[config.mk]
export PLATFORM = sky130hd
export DESIGN_NAME = video_core
export DESIGN_NICKNAME = d
export VERILOG_FILES = /design/src/video_pkg.sv /design/src/gfx_rom_arbiter.sv /design/src/bg_engine.sv /design/src/obj_engine.sv /design/src/line_mixer.sv /design/src/video_core.sv
export SDC_FILE = /design/constraint.sdc
export NUM_CORES = 2
export LEC_CHECK = 0
export CAP_MARGIN = 40
export CELL_PAD_IN_SITES_DETAIL_PLACEMENT = 0
export CELL_PAD_IN_SITES_GLOBAL_PLACEMENT = 1
export CORE_UTILIZATION = 50
export CTS_CLUSTER_SIZE = 40
export DETAILED_ROUTE_END_ITERATION = 12
export DONT_BUFFER_PORTS = 1
export MAX_ROUTING_LAYER = met4
export PLACE_DENSITY_LB_ADDON = 0.05
export SETUP_SLACK_MARGIN = 0.5
export SLEW_MARGIN = 40
export SYNTH_ARGS = -nofsm -noshare
export SYNTH_HDL_FRONTEND = slang
export SYNTH_SLANG_ARGS = --single-unit
[constraint.sdc]
create_clock -name clk -period 4.25 [get_ports clk]
set_clock_uncertainty 0.05 [all_clocks]
set_input_delay 0.2125 -clock clk [delete_from_list [all_inputs] [get_ports clk]]
set_output_delay 0.2125 -clock clk [all_outputs]
set_load 0.01 [all_outputs]
[src/video_pkg.sv]
/*
 * shared definitions for the scanline renderer
 *   line, pixel and ROM widths
 *   object and background geometry
 *   background ROM region
 *   graphics word union, planar and packed-nibble views
 */

package video_pkg;

    // line geometry
    localparam int line_w  = 128;   // pixels per line
    localparam int x_w     = 7;     // pixel position width

    // graphics ROM
    localparam int rom_aw  = 15;    // word address
    localparam int gfx_dw  = 32;    // word width

    // objects are 16x16
    localparam int obj_h   = 16;
    localparam int obj_w   = 16;

    // background, one word per 8-pixel column
    localparam int bg_cols = 16;

    // mixed pixel index
    // object:     1, color[2:0], value[1:0]
    // background: 0, 0, nibble[3:0]
    localparam int pix_w   = 6;

    // top address bits of every background fetch
    localparam logic [1:0] bg_region = 2'b10;

    // one ROM word, read two ways
    // objects see two bitplanes, pixel i = {plane1[i], plane0[i]}
    // background sees eight nibbles, nibble 0 leftmost
    typedef union packed {
        logic [1:0][gfx_dw/2-1:0] planar;      // [1] plane1, [0] plane0
        logic [gfx_dw/4-1:0][3:0] packed_pix;  // 4bpp pixels
    } gfx_word_u;

endpackage

[src/gfx_rom_arbiter.sv]
/*
 * graphics ROM arbiter
 *   round-robin grant between background and object engines
 *   registered request towards the ROM
 *   single outstanding request, response steered to its owner
 */

module gfx_rom_arbiter (
    input  logic                          clk,
    input  logic                          reset,
    // background engine client
    input  logic                          bg_req_valid,
    output logic                          bg_req_ready,
    input  logic [video_pkg::rom_aw-1:0]  bg_req_addr,
    output logic                          bg_rsp_valid,
    output video_pkg::gfx_word_u          bg_rsp_data,
    // object engine client
    input  logic                          obj_req_valid,
    output logic                          obj_req_ready,
    input  logic [video_pkg::rom_aw-1:0]  obj_req_addr,
    output logic                          obj_rsp_valid,
    output video_pkg::gfx_word_u          obj_rsp_data,
    // graphics ROM
    output logic                          rom_req_valid,
    input  logic                          rom_req_ready,
    output logic [video_pkg::rom_aw-1:0]  rom_addr,
    input  logic                          rom_rsp_valid,
    input  video_pkg::gfx_word_u          rom_rsp_data
);

    logic pending;    // granted, response not back yet
    logic owner;      // 1 when the object engine owns it
    logic obj_first;  // round-robin pointer
    logic gnt_bg;
    logic gnt_obj;

    // no new grant until the response is back
    assign gnt_bg  = !pending && bg_req_valid  && (!obj_req_valid || !obj_first);
    assign gnt_obj = !pending && obj_req_valid && (!bg_req_valid  ||  obj_first);

    assign bg_req_ready  = gnt_bg;
    assign obj_req_ready = gnt_obj;

    // data goes to both, valid only to the owner
    assign bg_rsp_valid  = rom_rsp_valid && pending && !owner;
    assign obj_rsp_valid = rom_rsp_valid && pending &&  owner;
    assign bg_rsp_data   = rom_rsp_data;
    assign obj_rsp_data  = rom_rsp_data;

    always_ff @(posedge clk) begin
        if (reset) begin
            pending       <= 1'b0;
            owner         <= 1'b0;
            obj_first     <= 1'b0;
            rom_req_valid <= 1'b0;
        end else if (gnt_bg || gnt_obj) begin
            pending       <= 1'b1;
            owner         <= gnt_obj;
            obj_first     <= gnt_bg;  // other client first next time
            rom_req_valid <= 1'b1;    // goes out one cycle after grant
        end else begin
            if (rom_req_valid && rom_req_ready)
                rom_req_valid <= 1'b0;
            if (rom_rsp_valid)
                pending <= 1'b0;
        end
    end

    // address held while the ROM stalls
    always_ff @(posedge clk) begin
        if (gnt_bg)
            rom_addr <= bg_req_addr;
        else if (gnt_obj)
            rom_addr <= obj_req_addr;
    end

endmodule

[src/bg_engine.sv]
/*
 * background engine
 *   one ROM word per 8-pixel column, 16 columns per line
 *   words go straight into the mixer's background buffer
 *   done pulse after the last column
 */

module bg_engine (
    input  logic                          clk,
    input  logic                          reset,
    input  logic                          line_start,
    input  logic [7:0]                    line_num,
    // ROM client
    output logic                          req_valid,
    input  logic                          req_ready,
    output logic [video_pkg::rom_aw-1:0]  req_addr,
    input  logic                          rsp_valid,
    input  video_pkg::gfx_word_u          rsp_data,
    // background buffer write
    output logic                          bg_we,
    output logic [3:0]                    bg_waddr,
    output video_pkg::gfx_word_u          bg_wdata,
    output logic                          bg_done
);

    logic [7:0] line_q;  // line being rendered
    logic [3:0] col;     // current column

    // region, spare zero bit, line, column
    assign req_addr = {video_pkg::bg_region, 1'b0, line_q, col};

    // response is written as it arrives
    assign bg_we    = rsp_valid;
    assign bg_waddr = col;
    assign bg_wdata = rsp_data;

    always_ff @(posedge clk) begin
        if (reset) begin
            req_valid <= 1'b0;
            bg_done   <= 1'b0;
            col       <= 4'd0;
        end else begin
            bg_done <= 1'b0;  // single-cycle pulse
            if (line_start) begin
                col       <= 4'd0;
                req_valid <= 1'b1;
            end else if (req_valid && req_ready) begin
                req_valid <= 1'b0;  // wait for the word
            end
            if (rsp_valid) begin
                if (col == 4'(video_pkg::bg_cols - 1)) begin
                    bg_done <= 1'b1;  // sixteenth word written
                end else begin
                    col       <= col + 4'd1;
                    req_valid <= 1'b1;  // next column
                end
            end
        end
    end

    always_ff @(posedge clk) begin
        if (line_start)
            line_q <= line_num;
    end

endmodule

[src/obj_engine.sv]
/*
 * object engine
 *   descriptor intake and line-range test
 *   planar word fetch for objects on the line
 *   16-pixel shifter with horizontal flip, writes into the object buffer
 *   done pulse after the last descriptor
 */

module obj_engine (
    input  logic                          clk,
    input  logic                          reset,
    input  logic                          line_start,
    input  logic [7:0]                    line_num,
    // descriptor stream
    input  logic                          obj_valid,
    output logic                          obj_ready,
    input  logic [7:0]                    obj_x,
    input  logic [7:0]                    obj_y,
    input  logic [9:0]                    obj_code,
    input  logic [2:0]                    obj_color,
    input  logic                          obj_hflip,
    input  logic                          obj_last,
    // ROM client
    output logic                          req_valid,
    input  logic                          req_ready,
    output logic [video_pkg::rom_aw-1:0]  req_addr,
    input  logic                          rsp_valid,
    input  video_pkg::gfx_word_u          rsp_data,
    // object buffer write
    output logic                          obj_we,
    output logic [video_pkg::x_w-1:0]     obj_waddr,
    output logic [4:0]                    obj_wpix,
    output logic                          obj_done
);

    logic [7:0]  line_q;
    logic [7:0]  x_q;        // left edge of current object
    logic [2:0]  color_q;
    logic        hflip_q;
    logic        last_q;     // end of list after this one
    logic [15:0] plane1;     // shifters
    logic [15:0] plane0;
    logic        shifting;
    logic [3:0]  cnt;        // pixel being written
    logic [7:0]  row;
    logic        on_line;
    logic        take;
    logic [8:0]  x_pix;      // extra bit catches wrap past 255
    logic [1:0]  pix;

    assign take    = obj_valid && obj_ready;
    assign row     = line_q - obj_y;  // wraps when above the object
    assign on_line = row < 8'(video_pkg::obj_h);

    // flipped reads the top bit, normal the bottom one
    assign pix    = hflip_q ? {plane1[15], plane0[15]} : {plane1[0], plane0[0]};
    assign x_pix  = {1'b0, x_q} + {5'b0, cnt};

    // value 0 is transparent, x past the line is clipped
    assign obj_we    = shifting && (pix != 2'b00) && (x_pix < 9'(video_pkg::line_w));
    assign obj_waddr = x_pix[video_pkg::x_w-1:0];
    assign obj_wpix  = {color_q, pix};

    always_ff @(posedge clk) begin
        if (reset) begin
            obj_ready <= 1'b0;
            req_valid <= 1'b0;
            shifting  <= 1'b0;
            cnt       <= 4'd0;
            obj_done  <= 1'b0;
        end else begin
            obj_done <= 1'b0;
            if (line_start) begin
                obj_ready <= 1'b1;
            end else if (take) begin
                if (on_line) begin
                    obj_ready <= 1'b0;  // hold the list while busy
                    req_valid <= 1'b1;
                end else if (obj_last) begin
                    obj_ready <= 1'b0;  // off-line end marker
                    obj_done  <= 1'b1;
                end
            end
            if (req_valid && req_ready)
                req_valid <= 1'b0;
            if (rsp_valid) begin
                shifting <= 1'b1;
                cnt      <= 4'd0;
            end else if (shifting) begin
                cnt <= cnt + 4'd1;
                if (cnt == 4'(video_pkg::obj_w - 1)) begin
                    shifting <= 1'b0;
                    if (last_q)
                        obj_done <= 1'b1;
                    else
                        obj_ready <= 1'b1;  // next descriptor
                end
            end
        end
    end

    always_ff @(posedge clk) begin
        if (line_start)
            line_q <= line_num;
        if (take) begin
            x_q      <= obj_x;
            color_q  <= obj_color;
            hflip_q  <= obj_hflip;
            last_q   <= obj_last;
            req_addr <= {1'b0, obj_code, row[3:0]};
        end
        if (rsp_valid) begin
            {plane1, plane0} <= rsp_data.planar;
        end else if (shifting) begin
            // left when flipped, right otherwise
            plane1 <= hflip_q ? {plane1[14:0], 1'b0} : {1'b0, plane1[15:1]};
            plane0 <= hflip_q ? {plane0[14:0], 1'b0} : {1'b0, plane0[15:1]};
        end
    end

endmodule

[src/line_mixer.sv]
/*
 * line mixer
 *   background word buffer and object pixel buffer with occupied marks
 *   object-over-background priority
 *   valid/ready scan-out of one line, busy flag
 */

module line_mixer (
    input  logic                          clk,
    input  logic                          reset,
    input  logic                          line_start,
    output logic                          busy,
    // background side
    input  logic                          bg_we,
    input  logic [3:0]                    bg_waddr,
    input  video_pkg::gfx_word_u          bg_wdata,
    input  logic                          bg_done,
    // object side
    input  logic                          obj_we,
    input  logic [video_pkg::x_w-1:0]     obj_waddr,
    input  logic [4:0]                    obj_wpix,
    input  logic                          obj_done,
    // pixel stream
    output logic                          pix_valid,
    input  logic                          pix_ready,
    output logic [video_pkg::pix_w-1:0]   pix_color,
    output logic                          pix_last
);

    video_pkg::gfx_word_u         bg_buf  [video_pkg::bg_cols];
    logic [4:0]                   obj_buf [video_pkg::line_w];  // color, value
    logic [video_pkg::line_w-1:0] occ;       // object pixel present
    logic                         bg_seen;
    logic                         obj_seen;
    logic [video_pkg::x_w-1:0]    x;         // scan position
    logic                         accept;
    logic                         both;
    logic [3:0]                   nib;

    assign accept = pix_valid && pix_ready;
    assign both   = (bg_seen || bg_done) && (obj_seen || obj_done);

    // column from x[6:3], pixel in the word from x[2:0]
    assign nib       = bg_buf[x[6:3]].packed_pix[x[2:0]];
    assign pix_color = occ[x] ? {1'b1, obj_buf[x]} : {2'b00, nib};
    assign pix_last  = &x;  // x 127

    always_ff @(posedge clk) begin
        if (reset) begin
            busy      <= 1'b0;
            bg_seen   <= 1'b0;
            obj_seen  <= 1'b0;
            pix_valid <= 1'b0;
            x         <= '0;
            occ       <= '0;
        end else begin
            if (line_start) begin
                busy     <= 1'b1;
                bg_seen  <= 1'b0;
                obj_seen <= 1'b0;
            end else if (busy && !pix_valid && both) begin
                pix_valid <= 1'b1;  // both engines finished
                x         <= '0;
                bg_seen   <= 1'b0;
                obj_seen  <= 1'b0;
            end else begin
                if (bg_done)
                    bg_seen <= 1'b1;
                if (obj_done)
                    obj_seen <= 1'b1;
            end
            if (obj_we)
                occ[obj_waddr] <= 1'b1;
            if (accept) begin
                occ[x] <= 1'b0;  // clean for the next line
                x      <= x + 1'b1;
                if (pix_last) begin
                    pix_valid <= 1'b0;
                    busy      <= 1'b0;
                end
            end
        end
    end

    // later object writes overwrite earlier ones
    always_ff @(posedge clk) begin
        if (bg_we)
            bg_buf[bg_waddr] <= bg_wdata;
        if (obj_we)
            obj_buf[obj_waddr] <= obj_wpix;
    end

endmodule

[src/video_core.sv]
/*
 * scanline renderer top level
 *   ROM arbiter, background and object engines, line mixer
 */

module video_core (
    input  logic                          clk,
    input  logic                          reset,
    // line command
    input  logic                          line_start,
    input  logic [7:0]                    line_num,
    output logic                          busy,
    // descriptors
    input  logic                          obj_valid,
    output logic                          obj_ready,
    input  logic [7:0]                    obj_x,
    input  logic [7:0]                    obj_y,
    input  logic [9:0]                    obj_code,
    input  logic [2:0]                    obj_color,
    input  logic                          obj_hflip,
    input  logic                          obj_last,
    // graphics ROM
    output logic                          rom_req_valid,
    input  logic                          rom_req_ready,
    output logic [video_pkg::rom_aw-1:0]  rom_addr,
    input  logic                          rom_rsp_valid,
    input  video_pkg::gfx_word_u          rom_rsp_data,
    // pixels
    output logic                          pix_valid,
    input  logic                          pix_ready,
    output logic [video_pkg::pix_w-1:0]   pix_color,
    output logic                          pix_last
);

    // engine to arbiter
    logic                         bg_req_valid, bg_req_ready, bg_rsp_valid;
    logic                         obj_req_valid, obj_req_ready, obj_rsp_valid;
    logic [video_pkg::rom_aw-1:0] bg_req_addr, obj_req_addr;
    video_pkg::gfx_word_u         bg_rsp_data, obj_rsp_data;
    // engine to mixer
    logic                         bg_we, bg_done, obj_we, obj_done;
    logic [3:0]                   bg_waddr;
    video_pkg::gfx_word_u         bg_wdata;
    logic [video_pkg::x_w-1:0]    obj_waddr;
    logic [4:0]                   obj_wpix;

    gfx_rom_arbiter i_arbiter (.*);

    bg_engine i_bg (
        .clk, .reset, .line_start, .line_num,
        .req_valid(bg_req_valid), .req_ready(bg_req_ready), .req_addr(bg_req_addr),
        .rsp_valid(bg_rsp_valid), .rsp_data(bg_rsp_data),
        .bg_we, .bg_waddr, .bg_wdata, .bg_done
    );

    obj_engine i_obj (
        .clk, .reset, .line_start, .line_num,
        .obj_valid, .obj_ready, .obj_x, .obj_y, .obj_code, .obj_color, .obj_hflip, .obj_last,
        .req_valid(obj_req_valid), .req_ready(obj_req_ready), .req_addr(obj_req_addr),
        .rsp_valid(obj_rsp_valid), .rsp_data(obj_rsp_data),
        .obj_we, .obj_waddr, .obj_wpix, .obj_done
    );

    line_mixer i_mixer (.*);

endmodule

==> flow_metrics.py <==
metrics = {
    "grt": {
        "grt_util_all_layers": 0.283,
        "grt_max_degree": 158,
        "antenna_found_initial": 8,
        "gr-total-overflow": 0,
        "grt_pass1_wl_mm": 222,
        "grt_pass1_vias": 31900,
    },
    "synthesis": {
        "synthArstFlopShare": 0,
        "synth_fa_ha_area_frac": 0.00453,
        "synth.avg_cell_area_um2": 17.8,
        "yosys.area_share.simple": 0.0452,
        "synth_area_um2": 55800,
        "synth_edf_count": 1231,
        "synth_nets": 3230,
        "synth_top_family_by_area": "multiplexers",
        "synthCells": 3133,
        "ys_seq_elements": 1398,
        "ys.flop_type": "edfxtp_1",
        "yosysSeqAreaShare": 0.722,
        "synth_compound_area_frac": 0.0586,
        "ys_warn_count": 0,
        "synth_mux_area_frac": 0.151,
        "yosys.area_share.xor_xnor": 0.00220,
        "synthDistinctLibCells": 72,
    },
    "floorplanning": {
        "rows": 122,
        "num_io_pins": 104,
        "die_h_um": 336,
        "start_util": 0.505,
        "chipWidth_um": 336,
        "die_area_um2": 113000,
        "core-area_um2": 111000,
    },
    "drt": {
        "viasPerCell": 6.20,
        "dr.pass1.iters": 6,
        "ant_nets": 0,
        "drt-total-wl_mm": 152,
        "first_iter_violations": 2862,
        "drc": 0,
        "vias": 31200,
        "wl_per_cell_um": 30.2,
    },
    "power_and_ir_drop": {
        "switching_share": 0.201,
        "intPower_mw": 22.6,
        "p_comb_frac": 0.019,
        "seqPwrFrac": 0.531,
        "power_frac_clock": 0.451,
        "p_sw_mw": 5.67,
        "ir_worst_vdd_uv": 431,
        "p_per_area_nw_per_um2": 427,
        "power.leakage_nw": 20.6,
    },
    "worst_setup_path": {
        "cp_slowest_stage_delay_ns": 0.55,
        "cp_common_cell": "mux4_2",
        "critPathSlowestCell": "mux4_2",
        "criticalPathCategory": "reg2out",
        "cp_max_fo": 7,
        "cp_cell_sequence": "buf_12, buf_8, buf_16, mux4_2, mux4_2, mux4_2, mux2_4, and2_4",
        "worstSetupStartpointType": "flop",
        "end_kind": "primary output",
        "cp.required_ns": 3.99,
        "crit_arrival_ns": 3.63,
    },
    "sta": {
        "drv_slew": 0,
        "setup_viol": 0,
        "finalHoldViolations": 0,
        "rsz0062_at_grt": "yes",
        "hold_ws_ns": 0.0448,
        "setup_ws_ns": 0.356,
        "max_freq_mhz": 257,
        "min_period_ns": 3.89,
        "fin_crit_sh": 0.916,
        "fin_tns_setup_ns": 0,
        "slew_headroom": 0.417,
        "worst_slew_pin_slew_ns": 0.875,
    },
    "clock_tree": {
        "cts_tree": "built",
        "clockRootBuffer": "clkbuf_16",
        "clock_latency_ns": 0.77,
        "cts_buffers": 146,
        "path_clk_slew_ns": 0.06,
        "ctsLongestPathBuffers": 3,
        "htree_levels": 4,
        "numClockSinks": 1398,
    },
    "placed_design": {
        "place.gp.congestion": 0.832,
        "place_ws_ns": 0.249,
        "portBuffers": 0,
        "hpwlAfterDp_mm": 90.5,
        "place_area_um2": 58600,
    },
    "layout": {
        "final_area_um2": 66100,
        "drive_gt1_frac": 0.289,
        "areaGrowthSynthToFinish_pct": 18.4,
        "nets": 3520,
    },
    "status": {
        "run_status": "complete, no violations",
    },
    "min_path": {
        "min_path_type": "in2reg",
    },
    "run": {
        "maxCapViolations": 0,
    },
}
## state kept, by name, indices dropped and copies added, names as in the netlist, 14 cells and up, named ones only
name and count:
i_mixer.obj_buf 640, i_mixer.bg_buf 512, i_mixer.occ 128, i_obj.plane0 16
i_obj.plane1 16, i_arbiter.rom_addr 15, i_obj.req_addr 14
## final cells by class
class	count	area [µm²]
Fill cell	8073	44600
Sequential cell	1398	40300
Multi-Input combinational cell	1522	15500
Clock buffer	191	4010
Timing Repair Buffer	331	3520
Tap cell	1488	1860
Clock inverter	72	748
Inverter	24	90.1
Antenna cell	8	20.0
## repair_timing
action | in CTS | in global routing
pin swaps | 15 | 14
gates resized for setup | 134 | 124
buffers inserted | 65 | 5
gates cloned | 9 | 0
endpoints found under the setup margin | 250 | 576
hold endpoints to repair | 778 | 9
hold buffers | 93 | 1
## cell families (layout without fill, tap and decap cells)
| logic type | after synthesis | count (layout) |
|---|---|---|
| flip-flops | 1398 | 1398 |
| AO/OA/AOI/OAI | 506 | 506 |
| XOR/XNOR | 14 | 14 |
| other | 0 | 8 |
| buffers and inverters | 213 | 618 |
| multiplexers | 435 | 435 |
| AND/OR/NAND/NOR | 548 | 548 |
| adder cells (fa/ha/maj) | 19 | 19 |
## routing by layer
| layer | global-route usage | wire length [µm] |
|---|---|---|
| met5 | - | 0 |
| met4 | 0.0797 | 4130 |
| met3 | 0.0445 | 9840 |
| met2 | 0.463 | 76500 |
| met1 | 0.370 | 61700 |
## path summary, 6_finish.rpt
check / endpoint / slack (ns) / startpoint / cells past startpoint
worst min register to register: i_mixer.bg_seen / 0.44 / i_bg.bg_done / 2
worst max-delay path: pix_color[4] / 0.36 / flop / 8
worst min-delay path: i_obj.line_q[4] / 0.04 / line_num[4] / 1
worst max register to register: i_mixer.occ[0] / 0.39 / i_obj.x_q[0] / 10
## worst max-delay path, delay by kind of cell (launching register included)
| kind | cells | cell delay, ns |
|---|---|---|
| buffers and inverters | 3 | 0.44 |
| flip-flops | 1 | 0.36 |
| multiplexers | 4 | 1.89 |
| AND/OR/NAND/NOR | 1 | 0.17 |
## metrics by stage
| stage | power (mW) | utilization | instances |
|---|---|---|---|
| 2_1_floorplan | 15.5 | - | 3133 |
| 3_3_place_gp | 15.6 | 0.528 | 4583 |
| 3_5_place_dp | 15.6 | 0.529 | 4590 |
| 4_1_cts | 28.4 | 0.593 | 5020 |
| 5_1_grt | 29.0 | 0.597 | 5030 |
| 6_report | 28.2 | 0.597 | 5034 |
## cells in the mapped netlist (all sizes together), types with 18 or more instances
cell,instances,area share
mux2,29,0.0058
o21ai,59,0.0053
a211oi,144,0.019
edfxtp,1231,0.66
nor2b,28,0.0031
nand3,25,0.0022
a21oi,185,0.017
inv,24,0.0016
nand2,127,0.0085
nand2b,21,0.0024
nor3,52,0.0048
a22oi,18,0.0024
clkbuf,104,0.0070
nor2,232,0.016
buf,85,0.0082
mux2i,84,0.015
mux4,322,0.13
dfxtp,167,0.060
## layout by cell type, fill, tap and decap left out, drive strengths merged, types with 13 or more instances in the layout
master	instances
edfxtp	1231
a21oi	185
buf	236
dlygate4sd3	92
nor2	232
mux2i	84
mux4	322
o21ai	59
a211oi	144
nand3	25
bufinv	13
nand2b	21
nor3	52
clkinv	49
nand2	127
a2111oi	14
nor2b	28
a22oi	18
clkbuf	191
inv	32
mux2	29
dfxtp	167
ha	17
## power groups by stage
stage,Clock [mW],Combinational [mW],Sequential [mW]
3_3_place_gp,0,0.314,15.3
4_1_cts,12.9,0.510,15.0
3_5_place_dp,0,0.329,15.3
6_report,12.7,0.524,15.0
2_1_floorplan,0,0.189,15.3
5_1_grt,13.4,0.560,15.0
(Power assumes the default switching activity.)
